File: config.mk
export PLATFORM = sky130hd
export DESIGN_NAME = rv_core
export DESIGN_NICKNAME = d
export VERILOG_FILES = /design/src/hdl/rv_pkg.sv /design/src/hdl/rv_alu.sv /design/src/hdl/rv_core.sv /design/src/hdl/rv_exec_ctrl.sv /design/src/hdl/rv_fetch.sv /design/src/hdl/rv_registers.sv
export VERILOG_INCLUDE_DIRS = /design/src /design/src/include
export SDC_FILE = /design/constraint.sdc
export NUM_CORES = 2
export LEC_CHECK = 0
export CORE_UTILIZATION = 55
export CTS_CLUSTER_SIZE = 14
export DETAILED_ROUTE_END_ITERATION = 10
export DONT_BUFFER_PORTS = 1
export HOLD_SLACK_MARGIN = 0.1
export PLACE_DENSITY = 0.68
export SYNTH_ARGS = -nofsm -noshare
export SYNTH_HDL_FRONTEND = slang
export SYNTH_SLANG_ARGS = --single-unit
File: constraint.sdc
create_clock -name clk -period 6.1 [get_ports clk]
set_input_delay 0.61 -clock clk [delete_from_list [all_inputs] [get_ports clk]]
set_output_delay 0.61 -clock clk [all_outputs]
set_load 0.005 [all_outputs]
File: src/include/rv_defines.svh
`ifndef RV_DEFINES_SVH
`define RV_DEFINES_SVH

// Register file depth
`define NUM_REGS 32

// First instruction address after reset
`define RESET_PC 32'h0000_0000

// Major opcodes, instr[6:0]
`define OPC_OP    7'b0110011 // R-type ALU
`define OPC_OPIMM 7'b0010011 // I-type ALU, only ADDI used
`define OPC_LUI   7'b0110111
`define OPC_LOAD  7'b0000011
`define OPC_STORE 7'b0100011

// funct3, instr[14:12]
`define F3_ADD_SUB 3'b000 // Also ADDI
`define F3_SLT     3'b010
`define F3_XOR     3'b100
`define F3_OR      3'b110
`define F3_AND     3'b111
`define F3_LW      3'b010
`define F3_SW      3'b010

// funct7, instr[31:25]
`define F7_BASE 7'b0000000
`define F7_SUB  7'b0100000

`endif

File: src/hdl/rv_pkg.sv
`default_nettype none

package rv_pkg;

    typedef logic [31:0] word_t;    // Data or instruction word
    typedef logic [31:0] addr_t;    // Byte address
    typedef logic [4:0]  reg_idx_t; // x0..x31

    // Register write source select, zero writes nothing
    typedef logic [1:0] wsel_t;

    localparam wsel_t WSEL_NONE  = 2'b00;
    localparam wsel_t WSEL_MEM   = 2'b01; // Load data
    localparam wsel_t WSEL_FETCH = 2'b10; // LUI upper immediate
    localparam wsel_t WSEL_ALU   = 2'b11;

    typedef enum logic [2:0] {
        ALU_ADD,
        ALU_SUB,
        ALU_AND,
        ALU_OR,
        ALU_XOR,
        ALU_SLT   // Signed compare, result is 0 or 1
    } alu_op_t;

    // Controller sequence for one instruction
    typedef enum logic [1:0] {
        WAIT_INSTR,
        EXECUTE,
        MEM_ACCESS,
        WRITEBACK
    } exec_state_t;

endpackage

`default_nettype wire

File: src/hdl/rv_alu.sv
`default_nettype none

module rv_alu (
    input  rv_pkg::word_t   a,
    input  rv_pkg::word_t   b,
    input  rv_pkg::alu_op_t op,
    output rv_pkg::word_t   result
);

    logic lt_signed;

    assign lt_signed = ($signed(a) < $signed(b));

    always_comb begin
        case (op)
            rv_pkg::ALU_ADD: begin
                result = a + b; // Wraps at 32 bits
            end
            rv_pkg::ALU_SUB: begin
                result = a - b;
            end
            rv_pkg::ALU_AND: begin
                result = a & b;
            end
            rv_pkg::ALU_OR: begin
                result = a | b;
            end
            rv_pkg::ALU_XOR: begin
                result = a ^ b;
            end
            rv_pkg::ALU_SLT: begin
                result = {31'b0, lt_signed};
            end
            default: begin
                result = a + b;
            end
        endcase
    end

endmodule

`default_nettype wire

File: src/hdl/rv_core.sv
`default_nettype none

module rv_core (
    input  logic          clk,
    input  logic          rst,

    // Instruction port
    output logic          ibus_cyc,
    output logic          ibus_stb,
    output rv_pkg::addr_t ibus_adr,
    input  rv_pkg::word_t ibus_dat_r,
    input  logic          ibus_ack,

    // Data port, sel is implied all ones
    output logic          dbus_cyc,
    output logic          dbus_stb,
    output logic          dbus_we,
    output rv_pkg::addr_t dbus_adr,
    output rv_pkg::word_t dbus_dat_w,
    input  rv_pkg::word_t dbus_dat_r,
    input  logic          dbus_ack
);

    rv_pkg::word_t    instr;
    logic             instr_valid;
    logic             fetch_next;
    rv_pkg::word_t    lui_value;
    rv_pkg::reg_idx_t rs1;
    rv_pkg::reg_idx_t rs2;
    rv_pkg::reg_idx_t rd;
    logic             rs_en;
    logic             rd_en;
    rv_pkg::wsel_t    wsel;
    rv_pkg::word_t    rdata1;
    rv_pkg::word_t    rdata2;
    rv_pkg::word_t    alu_a;
    rv_pkg::word_t    alu_b;
    rv_pkg::alu_op_t  alu_op;
    rv_pkg::word_t    alu_result;
    rv_pkg::word_t    load_data;

    rv_fetch fetch_i (
        .clk, .rst, .fetch_next,
        .ibus_cyc, .ibus_stb, .ibus_adr, .ibus_dat_r, .ibus_ack,
        .instr, .instr_valid, .lui_value
    );

    rv_registers regs_i (
        .clk, .rst, .rs1, .rs2, .rd, .rs_en, .rd_en, .wsel,
        .wdata_mem   (load_data),
        .wdata_fetch (lui_value),
        .wdata_alu   (alu_result), // Still valid in WRITEBACK
        .rdata1, .rdata2
    );

    rv_alu alu_i (
        .a      (alu_a),
        .b      (alu_b),
        .op     (alu_op),
        .result (alu_result)
    );

    rv_exec_ctrl ctrl_i (
        .clk, .rst, .instr, .instr_valid, .fetch_next,
        .rs1, .rs2, .rd, .rs_en, .rd_en, .wsel, .rdata1, .rdata2,
        .alu_a, .alu_b, .alu_op, .alu_result,
        .dbus_cyc, .dbus_stb, .dbus_we, .dbus_adr, .dbus_dat_w, .dbus_dat_r, .dbus_ack,
        .load_data
    );

endmodule

`default_nettype wire

File: src/hdl/rv_exec_ctrl.sv
`default_nettype none

`include "rv_defines.svh"

module rv_exec_ctrl (
    input  logic             clk,
    input  logic             rst,

    input  rv_pkg::word_t    instr,
    input  logic             instr_valid,
    output logic             fetch_next,

    // Register file control
    output rv_pkg::reg_idx_t rs1,
    output rv_pkg::reg_idx_t rs2,
    output rv_pkg::reg_idx_t rd,
    output logic             rs_en,
    output logic             rd_en,
    output rv_pkg::wsel_t    wsel,
    input  rv_pkg::word_t    rdata1,
    input  rv_pkg::word_t    rdata2,

    // ALU
    output rv_pkg::word_t    alu_a,
    output rv_pkg::word_t    alu_b,
    output rv_pkg::alu_op_t  alu_op,
    input  rv_pkg::word_t    alu_result,

    // Wishbone classic data master
    output logic             dbus_cyc,
    output logic             dbus_stb,
    output logic             dbus_we,
    output rv_pkg::addr_t    dbus_adr,
    output rv_pkg::word_t    dbus_dat_w,
    input  rv_pkg::word_t    dbus_dat_r,
    input  logic             dbus_ack,

    output rv_pkg::word_t    load_data  // To the memory write source
);

    rv_pkg::exec_state_t state;
    rv_pkg::exec_state_t state_nxt;

    logic [6:0]    opcode;
    logic [2:0]    funct3;
    logic [6:0]    funct7;
    rv_pkg::word_t imm_i;
    rv_pkg::word_t imm_s;
    logic          mem_req;    // LW or SW
    logic          mem_store;

    assign opcode = instr[6:0];
    assign funct3 = instr[14:12];
    assign funct7 = instr[31:25];
    assign rd     = instr[11:7];
    assign rs1    = instr[19:15];
    assign rs2    = instr[24:20];

    // Sign-extended immediates
    assign imm_i = {{20{instr[31]}}, instr[31:20]};
    assign imm_s = {{20{instr[31]}}, instr[31:25], instr[11:7]};

    // Decode, anything unrecognised leaves wsel at NONE
    always_comb begin
        alu_a     = rdata1;
        alu_b     = imm_i;
        alu_op    = rv_pkg::ALU_ADD; // Also address add for LW/SW
        wsel      = rv_pkg::WSEL_NONE;
        mem_req   = 1'b0;
        mem_store = 1'b0;
        case (opcode)
            `OPC_OP: begin
                alu_b = rdata2;
                if (funct7 == `F7_BASE) begin
                    wsel = rv_pkg::WSEL_ALU;
                    case (funct3)
                        `F3_ADD_SUB: alu_op = rv_pkg::ALU_ADD;
                        `F3_SLT:     alu_op = rv_pkg::ALU_SLT;
                        `F3_XOR:     alu_op = rv_pkg::ALU_XOR;
                        `F3_OR:      alu_op = rv_pkg::ALU_OR;
                        `F3_AND:     alu_op = rv_pkg::ALU_AND;
                        default:     wsel   = rv_pkg::WSEL_NONE; // Shifts, SLTU
                    endcase
                end else if (funct7 == `F7_SUB && funct3 == `F3_ADD_SUB) begin
                    alu_op = rv_pkg::ALU_SUB;
                    wsel   = rv_pkg::WSEL_ALU;
                end
            end
            `OPC_OPIMM: begin
                if (funct3 == `F3_ADD_SUB) wsel = rv_pkg::WSEL_ALU; // ADDI only
            end
            `OPC_LUI: begin
                wsel = rv_pkg::WSEL_FETCH;
            end
            `OPC_LOAD: begin
                if (funct3 == `F3_LW) begin
                    wsel    = rv_pkg::WSEL_MEM;
                    mem_req = 1'b1;
                end
            end
            `OPC_STORE: begin
                if (funct3 == `F3_SW) begin
                    alu_b     = imm_s;
                    mem_req   = 1'b1;
                    mem_store = 1'b1;
                end
            end
            default: ; // No-op
        endcase
    end

    // Next state
    always_comb begin
        state_nxt = state;
        case (state)
            rv_pkg::WAIT_INSTR: if (instr_valid) state_nxt = rv_pkg::EXECUTE;
            rv_pkg::EXECUTE:    state_nxt = mem_req ? rv_pkg::MEM_ACCESS : rv_pkg::WRITEBACK;
            rv_pkg::MEM_ACCESS: if (dbus_ack) state_nxt = rv_pkg::WRITEBACK; // Waits out slow memory
            rv_pkg::WRITEBACK:  state_nxt = rv_pkg::WAIT_INSTR;
            default:            state_nxt = rv_pkg::WAIT_INSTR;
        endcase
    end

    always_ff @(posedge clk) begin
        if (rst) state <= rv_pkg::WAIT_INSTR;
        else     state <= state_nxt;
    end

    // Data bus payload, address from the ALU add in EXECUTE
    always_ff @(posedge clk) begin
        if (state == rv_pkg::EXECUTE) begin
            dbus_adr   <= alu_result;
            dbus_dat_w <= rdata2;
        end
        if (state == rv_pkg::MEM_ACCESS && dbus_ack) begin
            load_data <= dbus_dat_r;
        end
    end

    assign dbus_cyc = (state == rv_pkg::MEM_ACCESS);
    assign dbus_stb = dbus_cyc;
    assign dbus_we  = dbus_cyc && mem_store;

    // Operand read on the cycle the word is first seen
    assign rs_en      = (state == rv_pkg::WAIT_INSTR) && instr_valid;
    assign rd_en      = (state == rv_pkg::WRITEBACK) && (wsel != rv_pkg::WSEL_NONE);
    assign fetch_next = (state == rv_pkg::WRITEBACK);

endmodule

`default_nettype wire

File: src/hdl/rv_fetch.sv
`default_nettype none

`include "rv_defines.svh"

module rv_fetch (
    input  logic          clk,
    input  logic          rst,

    input  logic          fetch_next,  // One-cycle pulse from the controller

    // Wishbone classic instruction master
    output logic          ibus_cyc,
    output logic          ibus_stb,
    output rv_pkg::addr_t ibus_adr,
    input  rv_pkg::word_t ibus_dat_r,
    input  logic          ibus_ack,

    output rv_pkg::word_t instr,       // Latched instruction word
    output logic          instr_valid, // Held until the next fetch_next
    output rv_pkg::word_t lui_value    // U-type immediate for the LUI write
);

    rv_pkg::addr_t pc;
    logic          req_open; // Bus request outstanding
    logic          boot;     // First cycle out of reset, kicks off the first read

    // Request machine and PC
    always_ff @(posedge clk) begin
        if (rst) begin
            pc          <= `RESET_PC;
            req_open    <= 1'b0;
            boot        <= 1'b1;
            instr_valid <= 1'b0;
        end else begin
            boot <= 1'b0;
            if (boot) begin
                req_open <= 1'b1; // Read RESET_PC, no increment
            end else if (fetch_next) begin
                pc          <= pc + 32'd4;
                req_open    <= 1'b1;
                instr_valid <= 1'b0; // Old word retires here
            end else if (req_open && ibus_ack) begin
                req_open    <= 1'b0; // cyc/stb drop next cycle
                instr_valid <= 1'b1;
            end
        end
    end

    // Instruction word, captured on the acknowledging edge
    always_ff @(posedge clk) begin
        if (req_open && ibus_ack) begin
            instr <= ibus_dat_r;
        end
    end

    // cyc and stb always move together
    assign ibus_cyc = req_open;
    assign ibus_stb = req_open;
    assign ibus_adr = pc;        // PC only changes with no request open

    // LUI writes the upper 20 bits, low bits cleared
    assign lui_value = {instr[31:12], 12'b0};

endmodule

`default_nettype wire

File: src/hdl/rv_registers.sv
`default_nettype none

`include "rv_defines.svh"

module rv_registers (
    input  logic             clk,
    input  logic             rst,

    input  rv_pkg::reg_idx_t rs1,
    input  rv_pkg::reg_idx_t rs2,
    input  rv_pkg::reg_idx_t rd,
    input  logic             rs_en,       // Both read ports sample while high
    input  logic             rd_en,
    input  rv_pkg::wsel_t    wsel,        // Write source

    input  rv_pkg::word_t    wdata_mem,
    input  rv_pkg::word_t    wdata_fetch,
    input  rv_pkg::word_t    wdata_alu,

    output rv_pkg::word_t    rdata1,
    output rv_pkg::word_t    rdata2
);

    rv_pkg::word_t regs [`NUM_REGS];
    rv_pkg::word_t wdata;

    // Write source select
    always_comb begin
        case (wsel)
            rv_pkg::WSEL_MEM:   wdata = wdata_mem;
            rv_pkg::WSEL_FETCH: wdata = wdata_fetch;
            rv_pkg::WSEL_ALU:   wdata = wdata_alu;
            default:            wdata = '0; // WSEL_NONE
        endcase
    end

    // x0 is never written, so it stays at its reset value of zero
    always_ff @(posedge clk) begin
        if (rst) begin
            for (int i = 0; i < `NUM_REGS; i++) begin
                regs[i] <= '0;
            end
            rdata1 <= '0;
            rdata2 <= '0;
        end else begin
            if (rd_en && (rd != 5'd0)) begin
                regs[rd] <= wdata;
            end
            if (rs_en) begin // Otherwise both outputs hold
                rdata1 <= regs[rs1];
                rdata2 <= regs[rs2];
            end
        end
    end

endmodule

`default_nettype wire

Word-level counts from Yosys, hierarchy flattened

Memories as Yosys holds them, arrays and structs flattened. A register that Yosys moved wholly into a read port is not among the register bits.
Cells that the tools add are included.

Register bits after elaboration: 165
Memory bits (writable): 1024
Bits of input ports: 68
Output and inout port bits: 101
Memories kept: 1

Memory list:

| memory      | depth | bits a word | rd ports | clocked after memory_dff | write ports | RTL line           | RTL |
|---|---|---|---|---|---|---|---|
| regs_i.regs | 32    | 32          | 2        | 2                        | 32          | rv_registers.sv:24 | `` rv_pkg::word_t regs [`NUM_REGS]; `` |

$add $sub $neg: 3
$lt $le $gt $ge: 1
Eq/ne operators: 23
Muxes and demuxes: 34
Bitwise gates (word level): 4
Reduce and logical (&&, ||, !) cells: 20

Operator list:

| kind                                           | number |
|---|---|
| one-hot mux 32 bit (5 select lines)            | 1 |
| one-hot mux 32 bit (3 select lines)            | 1 |
| one-hot mux 32 bit (2 select lines)            | 1 |
| adder 32 x 3 -> 32 bit (second input constant) | 1 |
| adder 32 bit                                   | 1 |
| AND 32 bit                                     | 1 |
| < comparator 32 bit                            | 1 |
| two-way mux 32 bit                             | 1 |
| OR 32 bit                                      | 1 |
| OR reduction 32 bit                            | 1 |
| subtractor 32 bit                              | 1 |
| bitwise XOR 32 bit                             | 1 |
| == test 7 x 6 -> 1 bit (second input constant) | 4 |
| two-way mux 1 bit                              | 17 |
| one-hot mux 2 bit (4 select lines)             | 2 |
| == test 3 bit (second input constant)          | 5 |
| two-way mux 2 bit                              | 6 |
| one-hot mux 3 bit (4 select lines)             | 1 |
| two-way mux 5 bit                              | 2 |
| == test 3 x 2 -> 1 bit (second input constant) | 3 |
| == test 2 bit (second input constant)          | 4 |
| == test 7 x 2 -> 1 bit (second input constant) | 1 |
| == test 7 x 5 -> 1 bit (second input constant) | 1 |
| logical AND 1 bit                              | 7 |
| other kinds (14)                               | 20 |

Longest topological paths before layout

Depth in word-level cells: 13
Mapped depth: 22

Hierarchy

A second synthesis with hierarchy kept.

Cells, all modules: 6052
Area, all modules: 68194.2 µm²

By module, submodules not included:

| module       | instances | cells an instance | area an instance (µm²) |
|---|---|---|---|
| rv_registers | 1         | 4703              | 55889.9 |
| rv_alu       | 1         | 863               | 5629.1 |
| rv_exec_ctrl | 1         | 264               | 4016.4 |
| rv_fetch     | 1         | 222               | 2658.8 |

Worst setup path before layout

Ideal clock, no wire load.

Path type: reg2reg
Start: register fetch_i.instr[14]
End: memory regs_i.regs[10][20] (netlist bit), data pin
Arrival: 4.990 ns
Path slack: 0.844 ns
Cell stages (with the launch flop): 21
Path buffers: 2
Clock period less this slack: 5.256 ns
Cells stage by stage: edfxtp_1 clkbuf_1 or4b_2 nor3_1 inv_1 nor2_1 nor2_1 nand2_1 nand3_1 ha_1 fa_1 a211oi_1 o41a_1 a2111oi_0 nor3_1 o21bai_1 a221o_1 a21o_1 a222oi_1 clkbuf_1 nor2_1

RTL lines:

| item                   | RTL line           | RTL |
|---|---|---|
| start, declared        | rv_fetch.sv:18     | `output rv_pkg::word_t instr,` |
| start signal, assigned | rv_fetch.sv:52     | `instr <= ibus_dat_r;` |
| end, declared          | rv_registers.sv:24 |  |

==> tab_implementation.tex <==
\begin{tabular}{lr}
\hline
Metric & Value \\
\hline
\multicolumn{2}{l}{\textbf{Pwr}} \\
\quad Power per cell area & $\sim$280 mW/mm2 \\
\quad Peak ir drop on the vdd network & between 0.0002 and 0.0003 V \\
\quad Reported leakage power & between 20 and 25 nW \\
\multicolumn{2}{l}{\textbf{Routing}} \\
\quad Via count & between 40k and 50k \\
\quad Post-route DRC violation count & 0 \\
\quad Post-route antenna net violation count & 0 \\
\quad TritonRoute pass-1 iters & 8 \\
\quad Via density per instance & 7.22 \\
\quad Total routed wirelength & about 230000 um \\
\quad Routed wirelength normalized by instance count & around 37 um \\
\quad Initial drt markers & around 7.3k \\
\multicolumn{2}{l}{\textbf{Synthesis}} \\
\quad Count of mapped cells out of synthesis & $\sim$4.7k \\
\quad Area of the mapped netlist & around 0.065 mm2 \\
\quad Portion of the post-synthesis area used by sequential elements & roughly 56\% \\
\quad Asr flop ratio synth & 0\% \\
\quad Flop and latch count out of synthesis & approximately 1.3k \\
\quad Primary FF master, synth & edfxtp\_1 \\
\quad Synth area leaders & edfxtp\_1 53\%, mux4\_2 22\%, nor2\_1 6.8\% \\
\quad Number of synthesis warnings & 0 \\
\quad Synthesized area divided by synthesized cell count & 13.9 um2 \\
\quad Area leader, netlist & edfxtp\_1 \\
\quad Share of the synthesized area in the top cell type & between 50\% and 60\% \\
\quad Number of synthesized flops with an enable pin & 1152 \\
\quad Count of distinct cell types in the synthesized netlist & between 80 and 90 \\
\multicolumn{2}{l}{\textbf{STA}} \\
\quad Least-Margin Pin Slew & 1.19 ns \\
\quad Slew Limit Fails & 0 \\
\quad RSZ-0062 raised after global routing & false \\
\quad Final Hold Vio Count & 0 \\
\quad Final Critical Period & just under 6 ns \\
\quad Count of endpoints failing setup in the final report & 0 \\
\quad Setup TNS & 0 ns \\
\quad Max-slew headroom & between 20\% and 30\% \\
\quad Part of the cycle the worst path needs & 96.7\% \\
\quad Timing-limited maximum frequency & $\sim$0.17 GHz \\
\quad Setup Skew & around 0.032 ns \\
\multicolumn{2}{l}{\textbf{Placement}} \\
\quad Global placement routability congestion & approximately 1.0 \\
\quad Placed Area & $\sim$0.068 mm2 \\
\quad Placed wire-length estimate after detailed placement & approximately 140000 um \\
\quad \# port buffers & 0 \\
\multicolumn{2}{l}{\textbf{Die}} \\
\quad Die W & between 300 and 400 um \\
\quad Die footprint & $\sim$0.12 mm2 \\
\quad Cell row count & 125 \\
\quad Initial cell density of the core & $\sim$56\% \\
\quad Number of I/O pins & 169 \\
\quad Die Y-Extent & 346 um \\
\quad Core area & around 0.12 mm2 \\
\multicolumn{2}{l}{\textbf{CTS}} \\
\quad Clock tree from TritonCTS & built \\
\quad Clock Sinks & roughly 1.3k \\
\quad CTS HTree Levels & 4 \\
\quad Clock-pin transition on the worst setup and hold timing paths & 0.06 ns \\
\quad Clk Tree Root Cell & clkbuf\_16 \\
\quad Number of buffers created by CTS & roughly 140 \\
\quad Longest Clk Path Bufs & 3 \\
\quad Worst-skew pair later-pin latency & 0.77 ns \\
\multicolumn{2}{l}{\textbf{Cells and area}} \\
\quad Number of inserted filler cells in the final layout & $\sim$8.6k \\
\quad Layout cells sized above 1 & about a quarter \\
\quad Layout Cell Area excl Fill & 0.0729 mm2 \\
\quad Sequential cell area & roughly 0.037 mm2 \\
\quad Layout-stage area growth over the synthesis result & 11.9\% \\
\quad Area used by multi-input combinational logic & between 0.02 and 0.03 mm2 \\
\quad Total Nets Final & roughly 4.8k \\
\multicolumn{2}{l}{\textbf{GRT}} \\
\quad Initial antenna violation count & 7 \\
\quad Global-route wire length before repair & 323000 um \\
\quad Maximum number of pins on one net before global-route repair & $\sim$130 \\
\quad Number of global-route vias before repair & about 44k \\
\quad Total congestion overflow & 0 \\
\quad Overall routing resource usage & 38.5\% \\
\multicolumn{2}{l}{\textbf{Critical path}} \\
\quad Critical Path End Type & register \\
\quad Critical path fanouts, max & 15 \\
\quad R2r startpoint & fetch\_i.instr[4]\$\_DFFE\_PP\_ \\
\quad Endpoint of the worst register-to-register path & regs\_i.regs[16][20]\$\_SDFFCE\_PN0P\_ \\
\quad Startpoint type of the worst setup path & register \\
\quad R2R setup slack & 0.20 ns \\
\quad Path depth of the worst reg2reg path & 22 \\
\quad Worst Setup Path Type & reg -> reg \\
\quad Critical Path AT & around 6.4 ns \\
\quad Crit path required time & approximately 6.6 ns \\
\multicolumn{2}{l}{\textbf{Status}} \\
\quad Result of the run & completed \\
\multicolumn{2}{l}{\textbf{Run}} \\
\quad Max-cap viol count & 0 \\
\multicolumn{2}{l}{\textbf{Min path}} \\
\quad Worst hold path type & in -> reg \\
\quad Number of instances on the worst hold path & 4 \\
\quad Worst hold path startpoint & dbus\_ack \\
\quad End point of the worst hold path & ctrl\_i.state[0]\$\_SDFFE\_PP0P\_ \\
\hline
\end{tabular}
## routing by layer
| metal | global-route usage, % | vias to the layer above | share of wire, % |
|---|---|---|---|
| met5 | 0 | - | 0.033 |
| met4 | 21.7 | 10 | 6.9 |
| met3 | 11.7 | 874 | 15 |
| met2 | 58.8 | 3990 | 45 |
| met1 | 49.3 | 22700 | 33 |
| li1 | - | 17900 | - |
## worst max path at each step
stage	end	from	slack [ns]	depth (start not counted)
finish	regs_i.regs[16][20]$_SDFFCE_PN0P_	fetch_i.instr[4]$_DFFE_PP_	0.20	22
global placement	regs_i.regs[19][20]$_SDFFCE_PN0P_	fetch_i.instr[4]$_DFFE_PP_	0.18	21
CTS	regs_i.regs[8][20]$_SDFFCE_PN0P_	fetch_i.instr[4]$_DFFE_PP_	0.03	21
global route	regs_i.regs[16][20]$_SDFFCE_PN0P_	fetch_i.instr[4]$_DFFE_PP_	0.03	21
floorplan	regs_i.regs[10][20]$_SDFFCE_PN0P_	fetch_i.instr[14]$_DFFE_PP_	0.84	20
detailed placement	regs_i.regs[8][20]$_SDFFCE_PN0P_	fetch_i.instr[4]$_DFFE_PP_	0.08	21
## worst max-delay path: stages (launching register included)
cell	delay, ns
edfxtp_1	0.43
or4b_2	0.65
nor3_1	0.23
inv_1	0.12
nor2_2	0.25
buf_4	0.19
nor2_1	0.08
nand2_1	0.08
nand3_1	0.12
ha_1	0.25
fa_1	0.46
a211oi_1	0.30
o41a_1	0.25
a2111oi_1	0.11
buf_4	0.19
nor3_1	0.27
o21bai_1	0.21
a221o_1	0.38
a21o_1	0.20
a222oi_1	0.30
buf_4	0.21
clkbuf_4	0.26
nor2_1	0.07
## metrics by stage
step	util (%)	total power [mW]	cells	setup slack [ns]	hold slack [ns]
after floorplan	-	11.4	4706	0.844	0.425
after global placement	58.1	12.2	5988	0.177	0.440
after detailed placement	58.1	12.2	5988	0.0808	0.446
after CTS	62.4	20.4	6297	0.0298	0.163
after global routing	62.4	20.9	6301	0.0280	0.210
final	62.4	20.4	6302	0.203	0.201
## final cells by class
cell class | count | share of cell area [%]
diodes | 1 | 0.00343
flip-flops and latches | 1251 | 50.2
multi-input cells | 2906 | 36.9
inverters | 104 | 0.535
clock inverters | 66 | 0.949
repair buffers | 273 | 3.84
well taps | 1524 | 2.61
clock buffers | 177 | 5.04
## logic make-up after synthesis
family / count (synthesis) / share of synthesized area (%)
compound gates: 500 / 5.27
xor+xnor: 33 / 0.444
fa+ha+maj: 104 / 2.02
buf+inv: 549 / 3.28
flops: 1251 / 56.1
mux: 714 / 23.3
other cells: 1 / 0.00576
simple gates: 1521 / 9.58
## power by group
part / switching, mW / internal, mW
registers: 0.278 / 9.83
clock network: 3.54 / 4.70
logic: 1.24 / 0.818
## cell usage after synthesis (14+ instances only)
library cell / n
nor2_1: 1180
edfxtp_1: 1152
mux4_2: 640
clkbuf_1: 332
nand2_1: 131
a21oi_1: 105
inv_1: 104
ha_1: 102
dfxtp_1: 99
a211oi_1: 78
mux2i_1: 68
o21ai_0: 64
buf_1: 60
buf_2: 49
nand2b_1: 42
a21o_1: 35
nor3_1: 32
o22ai_1: 26
nand3_1: 25
a22oi_1: 22
xor2_1: 21
nand4_1: 20
a31oi_1: 18
and3_1: 14
o211ai_1: 14
o31ai_1: 14
or3_1: 14
## registers in the layout, summed over array words and instances (netlist names)
| signal | cells |
|---|---|
| fetch_i.boot | 1 |
| regs_i.regs | 1024 |
| fetch_i.instr | 32 |
| regs_i.rdata1 | 32 |
| regs_i.rdata2 | 32 |
| ctrl_i.dbus_dat_w | 32 |
| fetch_i.ibus_cyc | 1 |
| ctrl_i.dbus_adr | 32 |
| ctrl_i.load_data | 32 |
| fetch_i.ibus_adr | 30 |
| ctrl_i.state | 2 |
| fetch_i.instr_valid | 1 |
## placed cells by master (no fill, tap or decap), types with 25 or more instances in the layout
| master | count |
|---|---|
| dlygate4sd3_1 | 65 |
| nor2_1 | 1176 |
| o22ai_1 | 26 |
| edfxtp_1 | 1152 |
| buf_4 | 160 |
| a211oi_1 | 78 |
| clkbuf_16 | 140 |
| buf_12 | 45 |
| ha_1 | 101 |
| o21ai_0 | 63 |
| nand3_1 | 25 |
| conb_1 | 34 |
| inv_1 | 104 |
| clkbuf_1 | 33 |
| clkinv_1 | 28 |
| nand2b_2 | 31 |
| nand2_1 | 100 |
| a21o_1 | 35 |
| mux2i_1 | 68 |
| a21oi_1 | 94 |
| mux4_2 | 640 |
| nor3_1 | 31 |
| dfxtp_1 | 99 |
| nand2_2 | 31 |
## repair_timing
item / in CTS / in global routing
setup endpoints to repair: 0 / 246
hold buffers: 66 / 0
resized for setup: 0 / 4
hold endpoints to repair: 195 / 0
buffers inserted: 0 / 3
Power figures use the tool's default switching activity.
